### src/verilog/tcore_pkg.sv
// Shared types and constants for the single-clock 10G transmit path.
// Beat byte 0 is data[7:0] and goes out on XGMII lane 0.
package tcore_pkg;

	// ======================================================================
	// buffer sizing
	// ======================================================================
	localparam int TX_FIFO_DEPTH = 16;	// beat entries, also host credits after reset
	localparam int TX_FIFO_AW = 4;	// pointer width, log2 of depth

	// ======================================================================
	// XGMII characters
	// ======================================================================
	localparam logic [7:0] XGMII_IDLE = 8'h07;	// control
	localparam logic [7:0] XGMII_START = 8'hFB;	// control, lane 0 only
	localparam logic [7:0] XGMII_TERM = 8'hFD;	// control
	localparam logic [7:0] XGMII_PREAMBLE = 8'h55;	// data
	localparam logic [7:0] XGMII_SFD = 8'hD5;	// data, lane 7 of start word

	// ======================================================================
	// bundles
	// ======================================================================
	// one host beat, 72 bits
	typedef struct packed {
		logic [63:0] data;	// byte 0 in [7:0], sent first
		logic sop;	// opens a packet
		logic eop;	// closes a packet
		logic [2:0] last_bytes;	// valid bytes on eop beat, 0 means 8
		logic [2:0] rsvd;	// always 0
	} tx_beat_t;

	// one XGMII transfer, 72 bits
	typedef struct packed {
		logic [63:0] txd;	// lane n in [8n+7:8n]
		logic [7:0] txc;	// 1 = control char in that lane
	} xgmii_word_t;

	// credits handed back per cycle, 0..2
	typedef logic [1:0] credit_t;

	// wrapping statistics counter
	typedef logic [31:0] cnt32_t;

endpackage

### src/verilog/tx_ingress.sv
// Host beat framing check. Bad beats are dropped and their credit goes back;
// a dropped sop beat leaves the open packet open.
module tx_ingress (
	input logic usr_clk,
	input logic usr_rst_,
	input logic beat_valid,	// costs one host credit
	input tcore_pkg::tx_beat_t beat,
	output logic wr_en,	// to buffer, 1 cycle after sample
	output tcore_pkg::tx_beat_t wr_beat,
	output logic drop_credit,	// 1 cycle after a bad beat
	output tcore_pkg::cnt32_t frame_err_cnt
);

	logic pkt_open;	// between sop and eop
	logic beat_ok;	// sop exactly when no packet open
	logic beat_good;
	logic beat_bad;

	// sop with nothing open, or continuation of an open packet
	assign beat_ok = beat.sop ^ pkt_open;
	assign beat_good = beat_valid & beat_ok;
	assign beat_bad = beat_valid & ~beat_ok;

	// ======================================================================
	// framing state and strobes
	// ======================================================================
	always_ff @(posedge usr_clk)
	begin
		if (!usr_rst_)
		begin
			pkt_open <= 1'b0;
			wr_en <= 1'b0;
			drop_credit <= 1'b0;
			frame_err_cnt <= '0;
		end
		else
		begin
			wr_en <= beat_good;
			drop_credit <= beat_bad;	// credit for the dropped beat
			if (beat_good)
			begin
				pkt_open <= ~beat.eop;	// eop closes, otherwise stays/becomes open
			end
			if (beat_bad)
			begin
				frame_err_cnt <= frame_err_cnt + 32'd1;	// wraps
			end
		end
	end

	// ======================================================================
	// payload toward the buffer
	// ======================================================================
	always_ff @(posedge usr_clk)
	begin
		if (beat_good)
		begin
			wr_beat.data <= beat.data;
			wr_beat.sop <= beat.sop;
			wr_beat.eop <= beat.eop;
			wr_beat.last_bytes <= beat.last_bytes;
			wr_beat.rsvd <= 3'b000;	// force reserved bits clean
		end
	end

endmodule

### src/verilog/tx_pkt_fifo.sv
// Beat FIFO without overflow guard; the host credit rule keeps it from filling up.
// head shows the oldest entry combinationally, pop must only come with a packet stored.
module tx_pkt_fifo (
	input logic usr_clk,
	input logic usr_rst_,
	input logic wr_en,	// store wr_beat at this edge
	input tcore_pkg::tx_beat_t wr_beat,
	input logic pop,	// consume head at this edge
	output tcore_pkg::tx_beat_t head,
	output logic pkt_ready,	// at least one whole packet stored
	output logic pop_credit	// one credit per popped beat
);

	tcore_pkg::tx_beat_t mem [tcore_pkg::TX_FIFO_DEPTH];	// beat storage

	logic [tcore_pkg::TX_FIFO_AW-1:0] wr_ptr;
	logic [tcore_pkg::TX_FIFO_AW-1:0] rd_ptr;
	logic [tcore_pkg::TX_FIFO_AW:0] pkt_cnt;	// complete packets, up to depth
	logic pkt_in;	// eop beat going in
	logic pkt_out;	// eop beat going out

	assign head = mem[rd_ptr];	// first word fall through
	assign pkt_ready = (pkt_cnt != '0);
	assign pkt_in = wr_en & wr_beat.eop;
	assign pkt_out = pop & head.eop;

	// ======================================================================
	// storage
	// ======================================================================
	always_ff @(posedge usr_clk)
	begin
		if (wr_en)
		begin
			mem[wr_ptr] <= wr_beat;
		end
	end

	// ======================================================================
	// pointers, packet count, credit return
	// ======================================================================
	always_ff @(posedge usr_clk)
	begin
		if (!usr_rst_)
		begin
			wr_ptr <= '0;
			rd_ptr <= '0;
			pkt_cnt <= '0;
			pop_credit <= 1'b0;
		end
		else
		begin
			if (wr_en)
			begin
				wr_ptr <= wr_ptr + 1'b1;	// wraps at depth
			end
			if (pop)
			begin
				rd_ptr <= rd_ptr + 1'b1;
			end
			pop_credit <= pop;	// credit 1 cycle after the pop

			// one packet may land and one leave in the same cycle
			case ({pkt_in, pkt_out})
				2'b10:
				begin
					pkt_cnt <= pkt_cnt + 1'b1;
				end
				2'b01:
				begin
					pkt_cnt <= pkt_cnt - 1'b1;
				end
				default:
				begin
					pkt_cnt <= pkt_cnt;	// none or both
				end
			endcase
		end
	end

endmodule

### src/verilog/xgmii_tx_encap.sv
// XGMII frame builder for whole buffered packets; no CRC, no pause frames.
// At least one idle word after each frame; no back-pressure from the XGMII side.
module xgmii_tx_encap (
	input logic usr_clk,
	input logic usr_rst_,
	input logic pkt_ready,	// whole packet waiting in buffer
	input tcore_pkg::tx_beat_t head,
	output logic pop,
	output tcore_pkg::xgmii_word_t xgmii,	// registered
	output tcore_pkg::cnt32_t tx_pkt_cnt,
	output tcore_pkg::cnt32_t tx_byte_cnt
);

	// state names the word sitting on xgmii
	typedef enum logic [2:0] {
		ST_IDLE,	// idle, no frame pending
		ST_START,	// start + preamble + sfd
		ST_DATA,	// one beat
		ST_TERM,	// terminate in lane 0 after a full eop beat
		ST_GAP	// mandatory idle after a frame
	} encap_state_t;

	encap_state_t state_q;
	encap_state_t state_d;
	tcore_pkg::xgmii_word_t word_d;	// next output word
	logic sent_eop;	// last data word was an eop beat
	logic sent_full;	// ... and had all 8 bytes
	logic tail;	// head is a short eop beat, terminate inside it
	logic [3:0] beat_bytes;	// valid bytes of head
	tcore_pkg::cnt32_t frame_bytes;	// bytes of earlier beats in this frame

	assign tail = head.eop & (head.last_bytes != 3'd0);
	assign beat_bytes = tail ? {1'b0, head.last_bytes} : 4'd8;
	assign pop = (state_d == ST_DATA);	// every data word consumes a beat

	// ======================================================================
	// next state
	// ======================================================================
	always_comb
	begin
		state_d = state_q;
		case (state_q)
			ST_IDLE: if (pkt_ready) state_d = ST_START;
			ST_START: state_d = ST_DATA;
			ST_DATA: if (sent_eop) state_d = sent_full ? ST_TERM : ST_GAP;
			ST_TERM: state_d = ST_GAP;
			ST_GAP: state_d = pkt_ready ? ST_START : ST_IDLE;	// back to back after 1 idle
			default: state_d = ST_IDLE;
		endcase
	end

	// ======================================================================
	// lane builder
	// ======================================================================
	always_comb
	begin
		word_d.txd = {8{tcore_pkg::XGMII_IDLE}};	// all idle by default
		word_d.txc = 8'hFF;
		case (state_d)
			ST_START:
			begin
				word_d.txd = {tcore_pkg::XGMII_SFD, {6{tcore_pkg::XGMII_PREAMBLE}},
					tcore_pkg::XGMII_START};
				word_d.txc = 8'h01;	// only lane 0 is control
			end
			ST_DATA:
			begin
				for (int i = 0; i < 8; i++)
				begin
					if (!tail || (i < int'(head.last_bytes)))
					begin
						word_d.txd[i*8 +: 8] = head.data[i*8 +: 8];
						word_d.txc[i] = 1'b0;
					end
					else if (i == int'(head.last_bytes))
					begin
						word_d.txd[i*8 +: 8] = tcore_pkg::XGMII_TERM;	// idle above
					end
				end
			end
			ST_TERM: word_d.txd[7:0] = tcore_pkg::XGMII_TERM;
			default: ;	// idle or gap word
		endcase
	end

	// ======================================================================
	// registers
	// ======================================================================
	always_ff @(posedge usr_clk)
	begin
		if (!usr_rst_)
		begin
			state_q <= ST_IDLE;
			xgmii.txd <= {8{tcore_pkg::XGMII_IDLE}};	// idle out of reset
			xgmii.txc <= 8'hFF;
			sent_eop <= 1'b0;
			sent_full <= 1'b0;
			frame_bytes <= '0;
			tx_pkt_cnt <= '0;
			tx_byte_cnt <= '0;
		end
		else
		begin
			state_q <= state_d;
			xgmii <= word_d;
			if (pop)
			begin
				sent_eop <= head.eop;
				sent_full <= head.eop & ~tail;
				if (head.eop)
				begin
					// frame done, preamble not counted
					tx_pkt_cnt <= tx_pkt_cnt + 32'd1;
					tx_byte_cnt <= tx_byte_cnt + frame_bytes + {28'd0, beat_bytes};
					frame_bytes <= '0;
				end
				else
				begin
					frame_bytes <= frame_bytes + 32'd8;
				end
			end
		end
	end

endmodule

### src/verilog/tcore_fmac_tx.sv
// Transmit path top: ingress check, packet buffer, XGMII encapsulator.
// Host must start with TX_FIFO_DEPTH credits and spend one per valid beat.
module tcore_fmac_tx (
	input logic usr_clk,
	input logic usr_rst_,
	input logic beat_valid,
	input tcore_pkg::tx_beat_t beat,
	output tcore_pkg::credit_t credit_ret,	// 0..2 per cycle
	output tcore_pkg::xgmii_word_t xgmii,
	output tcore_pkg::cnt32_t tx_pkt_cnt,
	output tcore_pkg::cnt32_t tx_byte_cnt,
	output tcore_pkg::cnt32_t frame_err_cnt
);

	logic wr_en;	// ingress -> buffer
	tcore_pkg::tx_beat_t wr_beat;
	logic drop_credit;	// bad beat returned
	logic pop;	// encap -> buffer
	tcore_pkg::tx_beat_t head;
	logic pkt_ready;
	logic pop_credit;	// sent beat returned

	// dropped and sent beats can return together
	assign credit_ret = {1'b0, drop_credit} + {1'b0, pop_credit};

	// ======================================================================
	// producer, buffer, consumer
	// ======================================================================
	tx_ingress u_ingress (
		.usr_clk(usr_clk),
		.usr_rst_(usr_rst_),
		.beat_valid(beat_valid),
		.beat(beat),
		.wr_en(wr_en),
		.wr_beat(wr_beat),
		.drop_credit(drop_credit),
		.frame_err_cnt(frame_err_cnt)
	);

	tx_pkt_fifo u_fifo (
		.usr_clk(usr_clk),
		.usr_rst_(usr_rst_),
		.wr_en(wr_en),
		.wr_beat(wr_beat),
		.pop(pop),
		.head(head),
		.pkt_ready(pkt_ready),
		.pop_credit(pop_credit)
	);

	xgmii_tx_encap u_encap (
		.usr_clk(usr_clk),
		.usr_rst_(usr_rst_),
		.pkt_ready(pkt_ready),
		.head(head),
		.pop(pop),
		.xgmii(xgmii),
		.tx_pkt_cnt(tx_pkt_cnt),
		.tx_byte_cnt(tx_byte_cnt)
	);

endmodule

### config.mk
export PLATFORM = sky130hd
export DESIGN_NAME = tcore_fmac_tx
export DESIGN_NICKNAME = d
export VERILOG_FILES = /design/src/verilog/tcore_pkg.sv /design/src/verilog/tx_ingress.sv /design/src/verilog/tx_pkt_fifo.sv /design/src/verilog/xgmii_tx_encap.sv /design/src/verilog/tcore_fmac_tx.sv
export SDC_FILE = /design/constraint.sdc
export NUM_CORES = 1
export LEC_CHECK = 0
export ABC_CLOCK_PERIOD_IN_PS = 9200
export BUFFER_PORTS_ARGS = -buffer_cell sky130_fd_sc_hd__buf_2
export CAP_MARGIN = 40
export CORE_ASPECT_RATIO = 0.75
export CORE_MARGIN = 4
export CORE_UTILIZATION = 35
export DETAILED_ROUTE_END_ITERATION = 6
export PLACE_DENSITY = 0.46
export SLEW_MARGIN = 20
export SYNTH_ARGS = -nofsm -noshare
export SYNTH_HDL_FRONTEND = slang
export SYNTH_HIERARCHICAL = 1
export SYNTH_SLANG_ARGS = --single-unit
### constraint.sdc
create_clock -name usr_clk -period 9.2 [get_ports usr_clk]
set_clock_uncertainty 0.1 [all_clocks]
set_input_delay 2.3 -clock usr_clk [delete_from_list [all_inputs] [get_ports usr_clk]]
set_output_delay 2.3 -clock usr_clk [all_outputs]
set_load 0.02 [all_outputs]
==> results_dict.tcl, run 1 <==
set metrics [dict create \
    fp-row-count 123 \
    cap_viol_max_count 0 \
    clkTransAtPathRegs_ns 0.06 \
    drt_pass1_iterations 5 \
    num-fill-cells 13400 \
    grt_first_pass_wirelength_um 207000 \
    worst_pin_slew_ns 1.13 \
    ios 245 \
    drc 0 \
    core_mm2 0.151 \
    cts_tree "built" \
    relSlewSlack_pct 24.5 \
    slew_viol_final 0 \
    clock_latency_ns 0.77 \
    cts_setup_buffers 0 \
    htreeDepth 4 \
    fin_crit_sh_pct 65.0 \
    syn_inst 2962 \
    via_count 28500 \
    gp_congestion 0.816 \
    period_needed_ns 5.98 \
    cts_buffers 144 \
    drive_gt1_share_pct 24.6 \
    crit_arrival_ns 6.57 \
    routed_wirelength_um 142000 \
    initial_core_util_pct 35.4 \
    antenna_found_initial 10 \
    syn-num-nets 3113 \
    grtUsageTotal_pct 17.8 \
    drtIter0Drc 2449 \
    multi_input_area_mm2 0.0136 \
    regArea_mm2 0.0392 \
    hold_violations 0 \
    status "completed" \
    ant_nets 0 \
    min_path_type "register to register" \
    overflow 0 \
    dieWidth_um 459 \
    fin_nets 3420 \
    root_buffer "clkbuf_16" \
    switching_share_pct 23.5 \
    grt_pass1_vias 29700 \
    drt-vias-per-instance 5.28 \
    syn2layout_area_growth_pct 16.7 \
    power.density_mw_per_mm2 230 \
    ir_drop_uv 192 \
    postSynthAreaPerCell_um2 18.1 \
    endpoint_kind "register" \
    place_inst 5123 \
    grt_max_degree 160 \
    final_cells 5394 \
    seq_power_share_pct 49.3 \
    p_switching_w 0.00337 \
    clkSinkCount 1379 \
    p_int_w 0.0110 \
    power.share.clock_pct 42.1 \
    wl_per_cell_um 26.4 \
    grt_setup_unrepaired "false" \
    io_buffers 241 \
    dieArea_mm2 0.159 \
    cts.repair.resized 0 \
    die_y_um 347 \
    worst-setup-path-type "register to register" \
    cts_hold_buf 0 \
    clock.fmax_mhz 167 \
    p_comb_share_pct 8.6 \
    cts_buffer_depth 3 \
    yosys_warnings 6 \
    crit_fanout 31 \
    critical_path_required_ns 9.79 \
    startpoint_type "register" \
    finalSetupViolCount 0 \
    syn_area_mm2 0.0535 \
    fin_tns_setup_ns 0 \
    p_leak_nw 20.8 \
    dp_hpwl_um 80400 \
]
[sequential cells by signal, summed over array words and instances, names as in the netlist, named ones only]
register                 count
u_fifo/mem                1088
u_encap/xgmii               72
u_ingress/wr_beat           68
u_encap/tx_byte_cnt         32
u_encap/tx_pkt_cnt          32
u_ingress/frame_err_cnt     32
u_encap/frame_bytes         29
u_fifo/pkt_cnt               5
u_fifo/rd_ptr                4
u_fifo/wr_ptr                4
u_encap/state_q              3
u_encap/sent_eop             1
u_encap/sent_full            1
u_fifo/pop_credit            1
u_ingress/drop_credit        1
u_ingress/pkt_open           1
u_ingress/wr_en              1
[metal layers]
metal  track usage [%]  routed length [um]  vias up
li1                  -                   -    12500
met3              2.94                6660      198
met5                 0                   0        -
met4              5.21                3350        0
met2              29.3               69600      741
met1              24.2               62600    15000
[per-stage QoR]
step	hold slack (ns)	total power (W)	utilization [%]	worst slack, ns	cell area (um^2)
3_3_place_gp	0.351	0.00844	37.7	3.09	56900
3_5_place_dp	0.369	0.00849	38.1	3.27	57500
4_1_cts	0.377	0.0146	41.4	3.24	62400
6_report	0.380	0.0144	41.4	3.22	62400
2_1_floorplan	0.346	0.00796	-	4.24	53500
5_1_grt	0.415	0.0149	41.4	2.79	62400
[worst paths after layout]
path                                from                          end  slack [ns]  cells past startpoint
max                             register      u_encap/tx_byte_cnt[31]        3.22                     17
min reg2reg  u_ingress/frame_err_cnt[31]  u_ingress/frame_err_cnt[31]        0.38                      2
min          u_ingress/frame_err_cnt[31]  u_ingress/frame_err_cnt[31]        0.38                      2
max reg2reg                     register      u_encap/tx_byte_cnt[31]        3.22                     17
[worst max-delay path: stages, from the launching register on]
cell	delay [ns]
dfxtp_4	0.77
mux4_2	0.58
a22oi_1	0.20
nand2_1	0.38
nor3_1	0.41
nor2_1	0.14
xnor2_1	0.15
ha_1	0.18
a21o_1	0.16
ha_1	0.37
and3_1	0.18
a221oi_1	0.14
o211a_1	0.32
o31ai_1	0.79
a31oi_1	0.28
or3_1	0.44
o211ai_1	0.11
mux2i_1	0.19
[power groups by stage]
stage	Clock [W]	Sequential (W)	Combinational (W)
after global placement	0	0.00721	0.00123
after global routing	0.00648	0.00710	0.00135
final	0.00604	0.00708	0.00124
after CTS	0.00622	0.00708	0.00127
after floorplan	0	0.00725	0.000708
after detailed placement	0	0.00722	0.00127
[layout by cell type (no fill, tap or decap), drive strengths merged, types with 38 or more instances in the layout]
cell,count
edfxtp,1156
buf,311
mux4,272
dfxtp,223
clkbuf,202
nand2,189
a22oi,134
nor2,83
and2,76
ha,74
o21ai,73
a21oi,65
xnor2,55
nand3,52
clkinv,38
[layout make-up]
type	instances	area share [%]
multi-input cells	1407	21.8
clock inverters	66	1.37
diodes	3	0.0120
clock buffers	202	6.52
flip-flops and latches	1379	62.8
repair buffers	311	3.40
well taps	2000	4.01
inverters	26	0.156
Power figures use the tool's default switching activity.
==> inputs of run 2 (changes only) <==
- ABC_CLOCK_PERIOD_IN_PS: 9200 -> 4850
- PLACE_DENSITY: 0.46 -> 0.48
- clock period: 9.2 -> 4.85 ns (I/O delays scaled with it)
==> results_dict.tcl, run 2 (same netlist as run 1, synthesis figures left out) <==
set metrics [dict create \
    worst_pin_slew_ns 1.01 \
    clock_latency_ns 0.78 \
    grt_max_degree 109 \
    layout_commonest_cell "edfxtp_1" \
    ir_drop_uv 363 \
    ant_nets 0 \
    drt-vias-per-instance 5.27 \
    dieArea_mm2 0.159 \
    status "completed" \
    fp-row-count 123 \
    worstHoldPathCells 2 \
    initial_core_util_pct 35.4 \
    overflow 0 \
    via_count 28600 \
    grt_first_pass_wirelength_um 205000 \
    final_cells 5427 \
    drtIter0Drc 2446 \
    clkTransAtPathRegs_ns 0.06 \
    antenna_found_initial 8 \
    finalSetupViolCount 0 \
    fin_nets 3455 \
    wl_per_cell_um 25.9 \
    clock.fmax_mhz 215 \
    hold_violations 0 \
    fin_crit_sh_pct 95.8 \
    endpoint_kind "register" \
    drive_gt1_share_pct 25.5 \
    drc 0 \
    p_leak_nw 20.8 \
    place_inst 5149 \
    drt_pass1_iterations 5 \
    startpoint_type "register" \
    r2r_setup_slack_ns 0.20 \
    dp_hpwl_um 81000 \
    power.density_mw_per_mm2 428 \
    final_cell_mix "edfxtp_1 (1,156), mux4_2 (272), buf_2 (241)" \
    grtUsageTotal_pct 17.5 \
    period_needed_ns 4.65 \
    core_mm2 0.151 \
    cap_viol_max_count 0 \
    slew_viol_final 0 \
    hp-start "u_fifo/pkt_cnt[4]" \
    htreeDepth 4 \
    cts_buffers 143 \
    crit_arrival_ns 5.23 \
    dieWidth_um 459 \
    r2r_cells 19 \
    worst-setup-path-type "register to register" \
    syn2layout_area_growth_pct 16.8 \
    clkSinkCount 1379 \
    cts_tree "built" \
    hold_path_end "u_fifo/pkt_cnt[4]" \
    regMostFlops "u_fifo/mem" \
    grt_pass1_vias 29700 \
    die_y_um 347 \
    grt_setup_unrepaired "false" \
    gp_congestion 0.810 \
    largest_reg_flops 1088 \
    routed_wirelength_um 141000 \
    reg_top3 "u_fifo/mem (1088), u_encap/xgmii (72), u_ingress/wr_beat (68)" \
    critical_path_required_ns 5.43 \
    io_buffers 241 \
    ios 245 \
    num-fill-cells 13300 \
    timing.rr.end "u_encap/tx_byte_cnt[31]" \
    root_buffer "clkbuf_16" \
    min_path_type "register to register" \
    relSlewSlack_pct 32.6 \
    fin_total_pwr_w 0.0268 \
    crit_fanout 4 \
    cts_buffer_depth 3 \
]
[run 2: cell types whose count changed in the layout (fill, tap and decap cells not counted), sizes merged]
cell and delta:
inv -2, clkinv +4, bufinv -8, clkbuf +3, buf +36
[run 2: layout make-up]
type                    instances  area (um^2)  area share [%]
repair buffers                347         2340            3.74
clock inverters                60          617           0.987
well taps                    2000         2500            4.00
clock buffers                 205         4070            6.51
flip-flops and latches       1379        39200            62.7
diodes                          3         7.51          0.0120
inverters                      26         97.6           0.156
multi-input cells            1407        13700            21.9
[run 2: per-stage QoR]
step                      setup WS, ns  util [%]  hold WS (ns)  instance area [um^2]  setup TNS [ns]
final                            0.202      41.4         0.383                 62500               0
after detailed placement        -0.119      38.1         0.374                 57600          -0.265
after CTS                      0.00779      41.3         0.384                 62300               0
after floorplan                 0.0186         -         0.346                 53500               0
after global placement         -0.0829      38.0         0.352                 57400          -0.132
after global routing           0.00625      41.4         0.409                 62500               0
[run 2: worst max path at each step]
stage	depth (start not counted)	end	start
5_1_grt	19	u_encap/tx_byte_cnt[29]	register
6_report	19	u_encap/tx_byte_cnt[31]	register
2_1_floorplan	21	u_encap/tx_byte_cnt[29]	register
3_3_place_gp	18	u_encap/tx_byte_cnt[31]	register
4_1_cts	18	u_encap/tx_byte_cnt[25]	register
3_5_place_dp	18	u_encap/tx_byte_cnt[31]	register
[run 2: metal layers]
layer | global-route usage, % | vias up | share of wire, %
met3 | 2.85 | 172 | 4.8
met5 | 0 | - | 0
met2 | 29.7 | 731 | 50
met4 | 4.54 | 0 | 2.0
met1 | 23.6 | 15200 | 43
li1 | - | 12500 | -
[run 2: where the power goes]
| part | internal (W) | switching (W) |
|---|---|---|
| clock | 0.00635 | 0.00456 |
| combinational | 0.000931 | 0.00151 |
| sequential | 0.0131 | 0.000264 |
| total | 0.0204 | 0.00633 |
[run 2: critical path, stage by stage, from the launching register on]
cell	delay [ns]
dfxtp_4	0.38
buf_4	0.13
mux4_2	0.50
a22oi_1	0.23
nand2_2	0.13
nor3_2	0.22
buf_4	0.15
nor2_1	0.06
xnor2_1	0.13
ha_1	0.18
a21o_1	0.17
ha_1	0.34
and3_1	0.22
a221oi_4	0.08
o211a_1	0.27
o31ai_4	0.39
a31oi_2	0.18
or3_1	0.39
o211ai_1	0.12
mux2i_1	0.20
[run 2: what timing repair did]
action,CTS,global route
endpoints found under the setup margin,4,10
hold buffers,0,0
gates resized for setup,4,16
pin swaps,0,5
setup buffers,4,2
==> inputs of run 3 (changes only) <==
- CORE_ASPECT_RATIO: 0.75 -> 1.75
- SLEW_MARGIN: 20 -> 15
==> results_dict.tcl, run 3 (same netlist as run 1, synthesis figures left out) <==
set metrics [dict create \
    startpoint_type "register" \
    design_area_mm2 0.0623 \
    wl_per_cell_um 26.0 \
    ant_nets 0 \
    grt_max_degree 155 \
    drt_pass1_iterations 5 \
    ir_drop_uv 328 \
    cts_tree "built" \
    regMostFlops "u_fifo/mem" \
    largest_reg_flops 1088 \
    final_cell_mix "edfxtp_1 (1,156), mux4_2 (272), buf_2 (241)" \
    cpPeakStageDelay_ns 0.50 \
    htreeDepth 4 \
    power.density_mw_per_mm2 421 \
    cts_buffer_depth 3 \
    dp_hpwl_um 82000 \
    antenna_found_initial 16 \
    p_comb_share_pct 9.2 \
    clock.fmax_mhz 215 \
    die_y_um 525 \
    slew_viol_final 0 \
    root_buffer "clkbuf_16" \
    period_needed_ns 4.65 \
    reg_top3 "u_fifo/mem (1088), u_encap/xgmii (72), u_ingress/wr_beat (68)" \
    p_switching_w 0.00634 \
    worst-setup-path-type "register to register" \
    place_area_mm2 0.0578 \
    dieWidth_um 304 \
    ios 245 \
    fin_nets 3450 \
    initial_core_util_pct 35.2 \
    routed_wirelength_um 141000 \
    clkSinkCount 1379 \
    hold_violations 0 \
    num-fill-cells 13700 \
    seq_power_share_pct 51.1 \
    overflow 0 \
    grt.busiest_layer "met2" \
    status "completed" \
    p_int_w 0.0199 \
    drive_gt1_share_pct 25.2 \
    grtUsageTotal_pct 17.6 \
    relSlewSlack_pct 28.5 \
    syn2layout_area_growth_pct 16.4 \
    crit_arrival_ns 5.18 \
    use_met2_pct 30.8 \
    critical_path_required_ns 5.39 \
    cap_viol_max_count 0 \
    clkTransAtPathRegs_ns 0.06 \
    slowest_stage "mux4_2" \
    drt-vias-per-instance 5.28 \
    grt_use_met3_pct 3.41 \
    dieArea_mm2 0.159 \
    cts_hold_buf 0 \
    crit_fanout 12 \
    grt_first_pass_wirelength_um 205000 \
    p_leak_nw 20.7 \
    worst_pin_slew_ns 1.07 \
    fin_total_pwr_w 0.0262 \
    layout_commonest_cell "edfxtp_1" \
    fp-row-count 189 \
    switching_share_pct 24.1 \
    gp_congestion 0.844 \
    drtIter0Drc 2323 \
    cts_buffers 135 \
    power.share.clock_pct 39.7 \
    via_count 28600 \
    crit_path_cell_trace "buf_4 > mux4_2 > a22oi_1 > nand2_1 > buf_4 > and2_1 > ha_1 > ha_1 > fa_2 > a21o_1 > a221oi_2 > o211a_1 > o31ai_4 > and3_1 > o211ai_1 > a211oi_1 > a221o_1" \
    use_met1_pct 22.1 \
    drc 0 \
    min_path_type "register to register" \
    grt_pass1_vias 30500 \
    finalSetupViolCount 0 \
    io_buffers 241 \
    endpoint_kind "register" \
    core_mm2 0.152 \
    fin_crit_sh_pct 95.8 \
    clock_latency_ns 0.76 \
]
run 3: changes by cell type in the layout (fill, tap and decap cells not counted), moves of 4 or more:
cell / delta
clkbuf_8: -11
clkbuf_16: -11
buf_16: +9
a22oi_1: +4
diode_2: +4
clkbuf_1: -10
clkinv_2: +7
buf_12: -5
a22oi_2: -4
clkinv_8: +4
run 3: final timing paths:
kind / from / endpoint / slack (ns) / depth (start not counted)
setup / recovery: register / u_encap/tx_byte_cnt[29] / 0.20 / 17
hold / removal: u_encap/tx_byte_cnt[31] / u_encap/tx_byte_cnt[31] / 0.37 / 2
hold reg to reg: u_encap/tx_byte_cnt[31] / u_encap/tx_byte_cnt[31] / 0.37 / 2
setup reg to reg: register / u_encap/tx_byte_cnt[29] / 0.20 / 17
run 3: final cells by class:
class                           instances  area (um^2)  share of cell area, %
Antenna cell                            7         17.5                 0.0281
Clock buffer                          173         3600                   5.79
Clock inverter                         76          753                   1.21
Inverter                               26         97.6                  0.157
Multi-Input combinational cell       1407        13600                   21.9
Sequential cell                      1379        39200                   62.9
Tap cell                             2005         2510                   4.03
Timing Repair Buffer                  350         2470                   3.96
run 3: worst max-delay path: cells and delay by family, from the launching register on:
| family | cells | cell delay [ns] |
|---|---|---|
| AND/OR/NAND/NOR | 3 | 0.51 |
| adder cells (fa/ha/maj) | 3 | 0.94 |
| buffers and inverters | 2 | 0.39 |
| flip-flops | 1 | 0.41 |
| multiplexers | 1 | 0.50 |
| AO/OA/AOI/OAI | 8 | 1.67 |
run 3: repair_timing:
action	in CTS	in global routing
setup buffers	0	5
resized for setup	2	5
pin swaps	0	2
setup endpoints to repair	3	11
run 3: stage by stage:
stage	hold WS [ns]	cells	setup TNS [ns]	util, %	worst slack [ns]
2_1_floorplan	0.346	2962	0	-	0.0186
3_3_place_gp	0.357	5143	-0.00919	37.8	-0.00919
3_5_place_dp	0.361	5160	-0.0154	38.1	-0.0154
4_1_cts	0.374	5409	0	40.9	0.0764
5_1_grt	0.409	5417	-0.00274	41.0	-0.00274
6_report	0.373	5423	0	41.0	0.205
run 3: per-layer routing:
metal  part of all wire [%]  vias to the layer above
li1                       -                    12500
met1                     40                    15100
met2                     52                      833
met3                    5.5                      207
met4                    2.5                        6
met5                  0.025                        -
run 3: power by group through the flow:
stage	Combinational [W]	Clock (W)	Sequential, W
after floorplan	0.00134	0	0.0138
after global placement	0.00237	0	0.0136
final	0.00240	0.0104	0.0134
after detailed placement	0.00244	0	0.0137
after CTS	0.00245	0.0108	0.0134
after global routing	0.00261	0.0112	0.0134
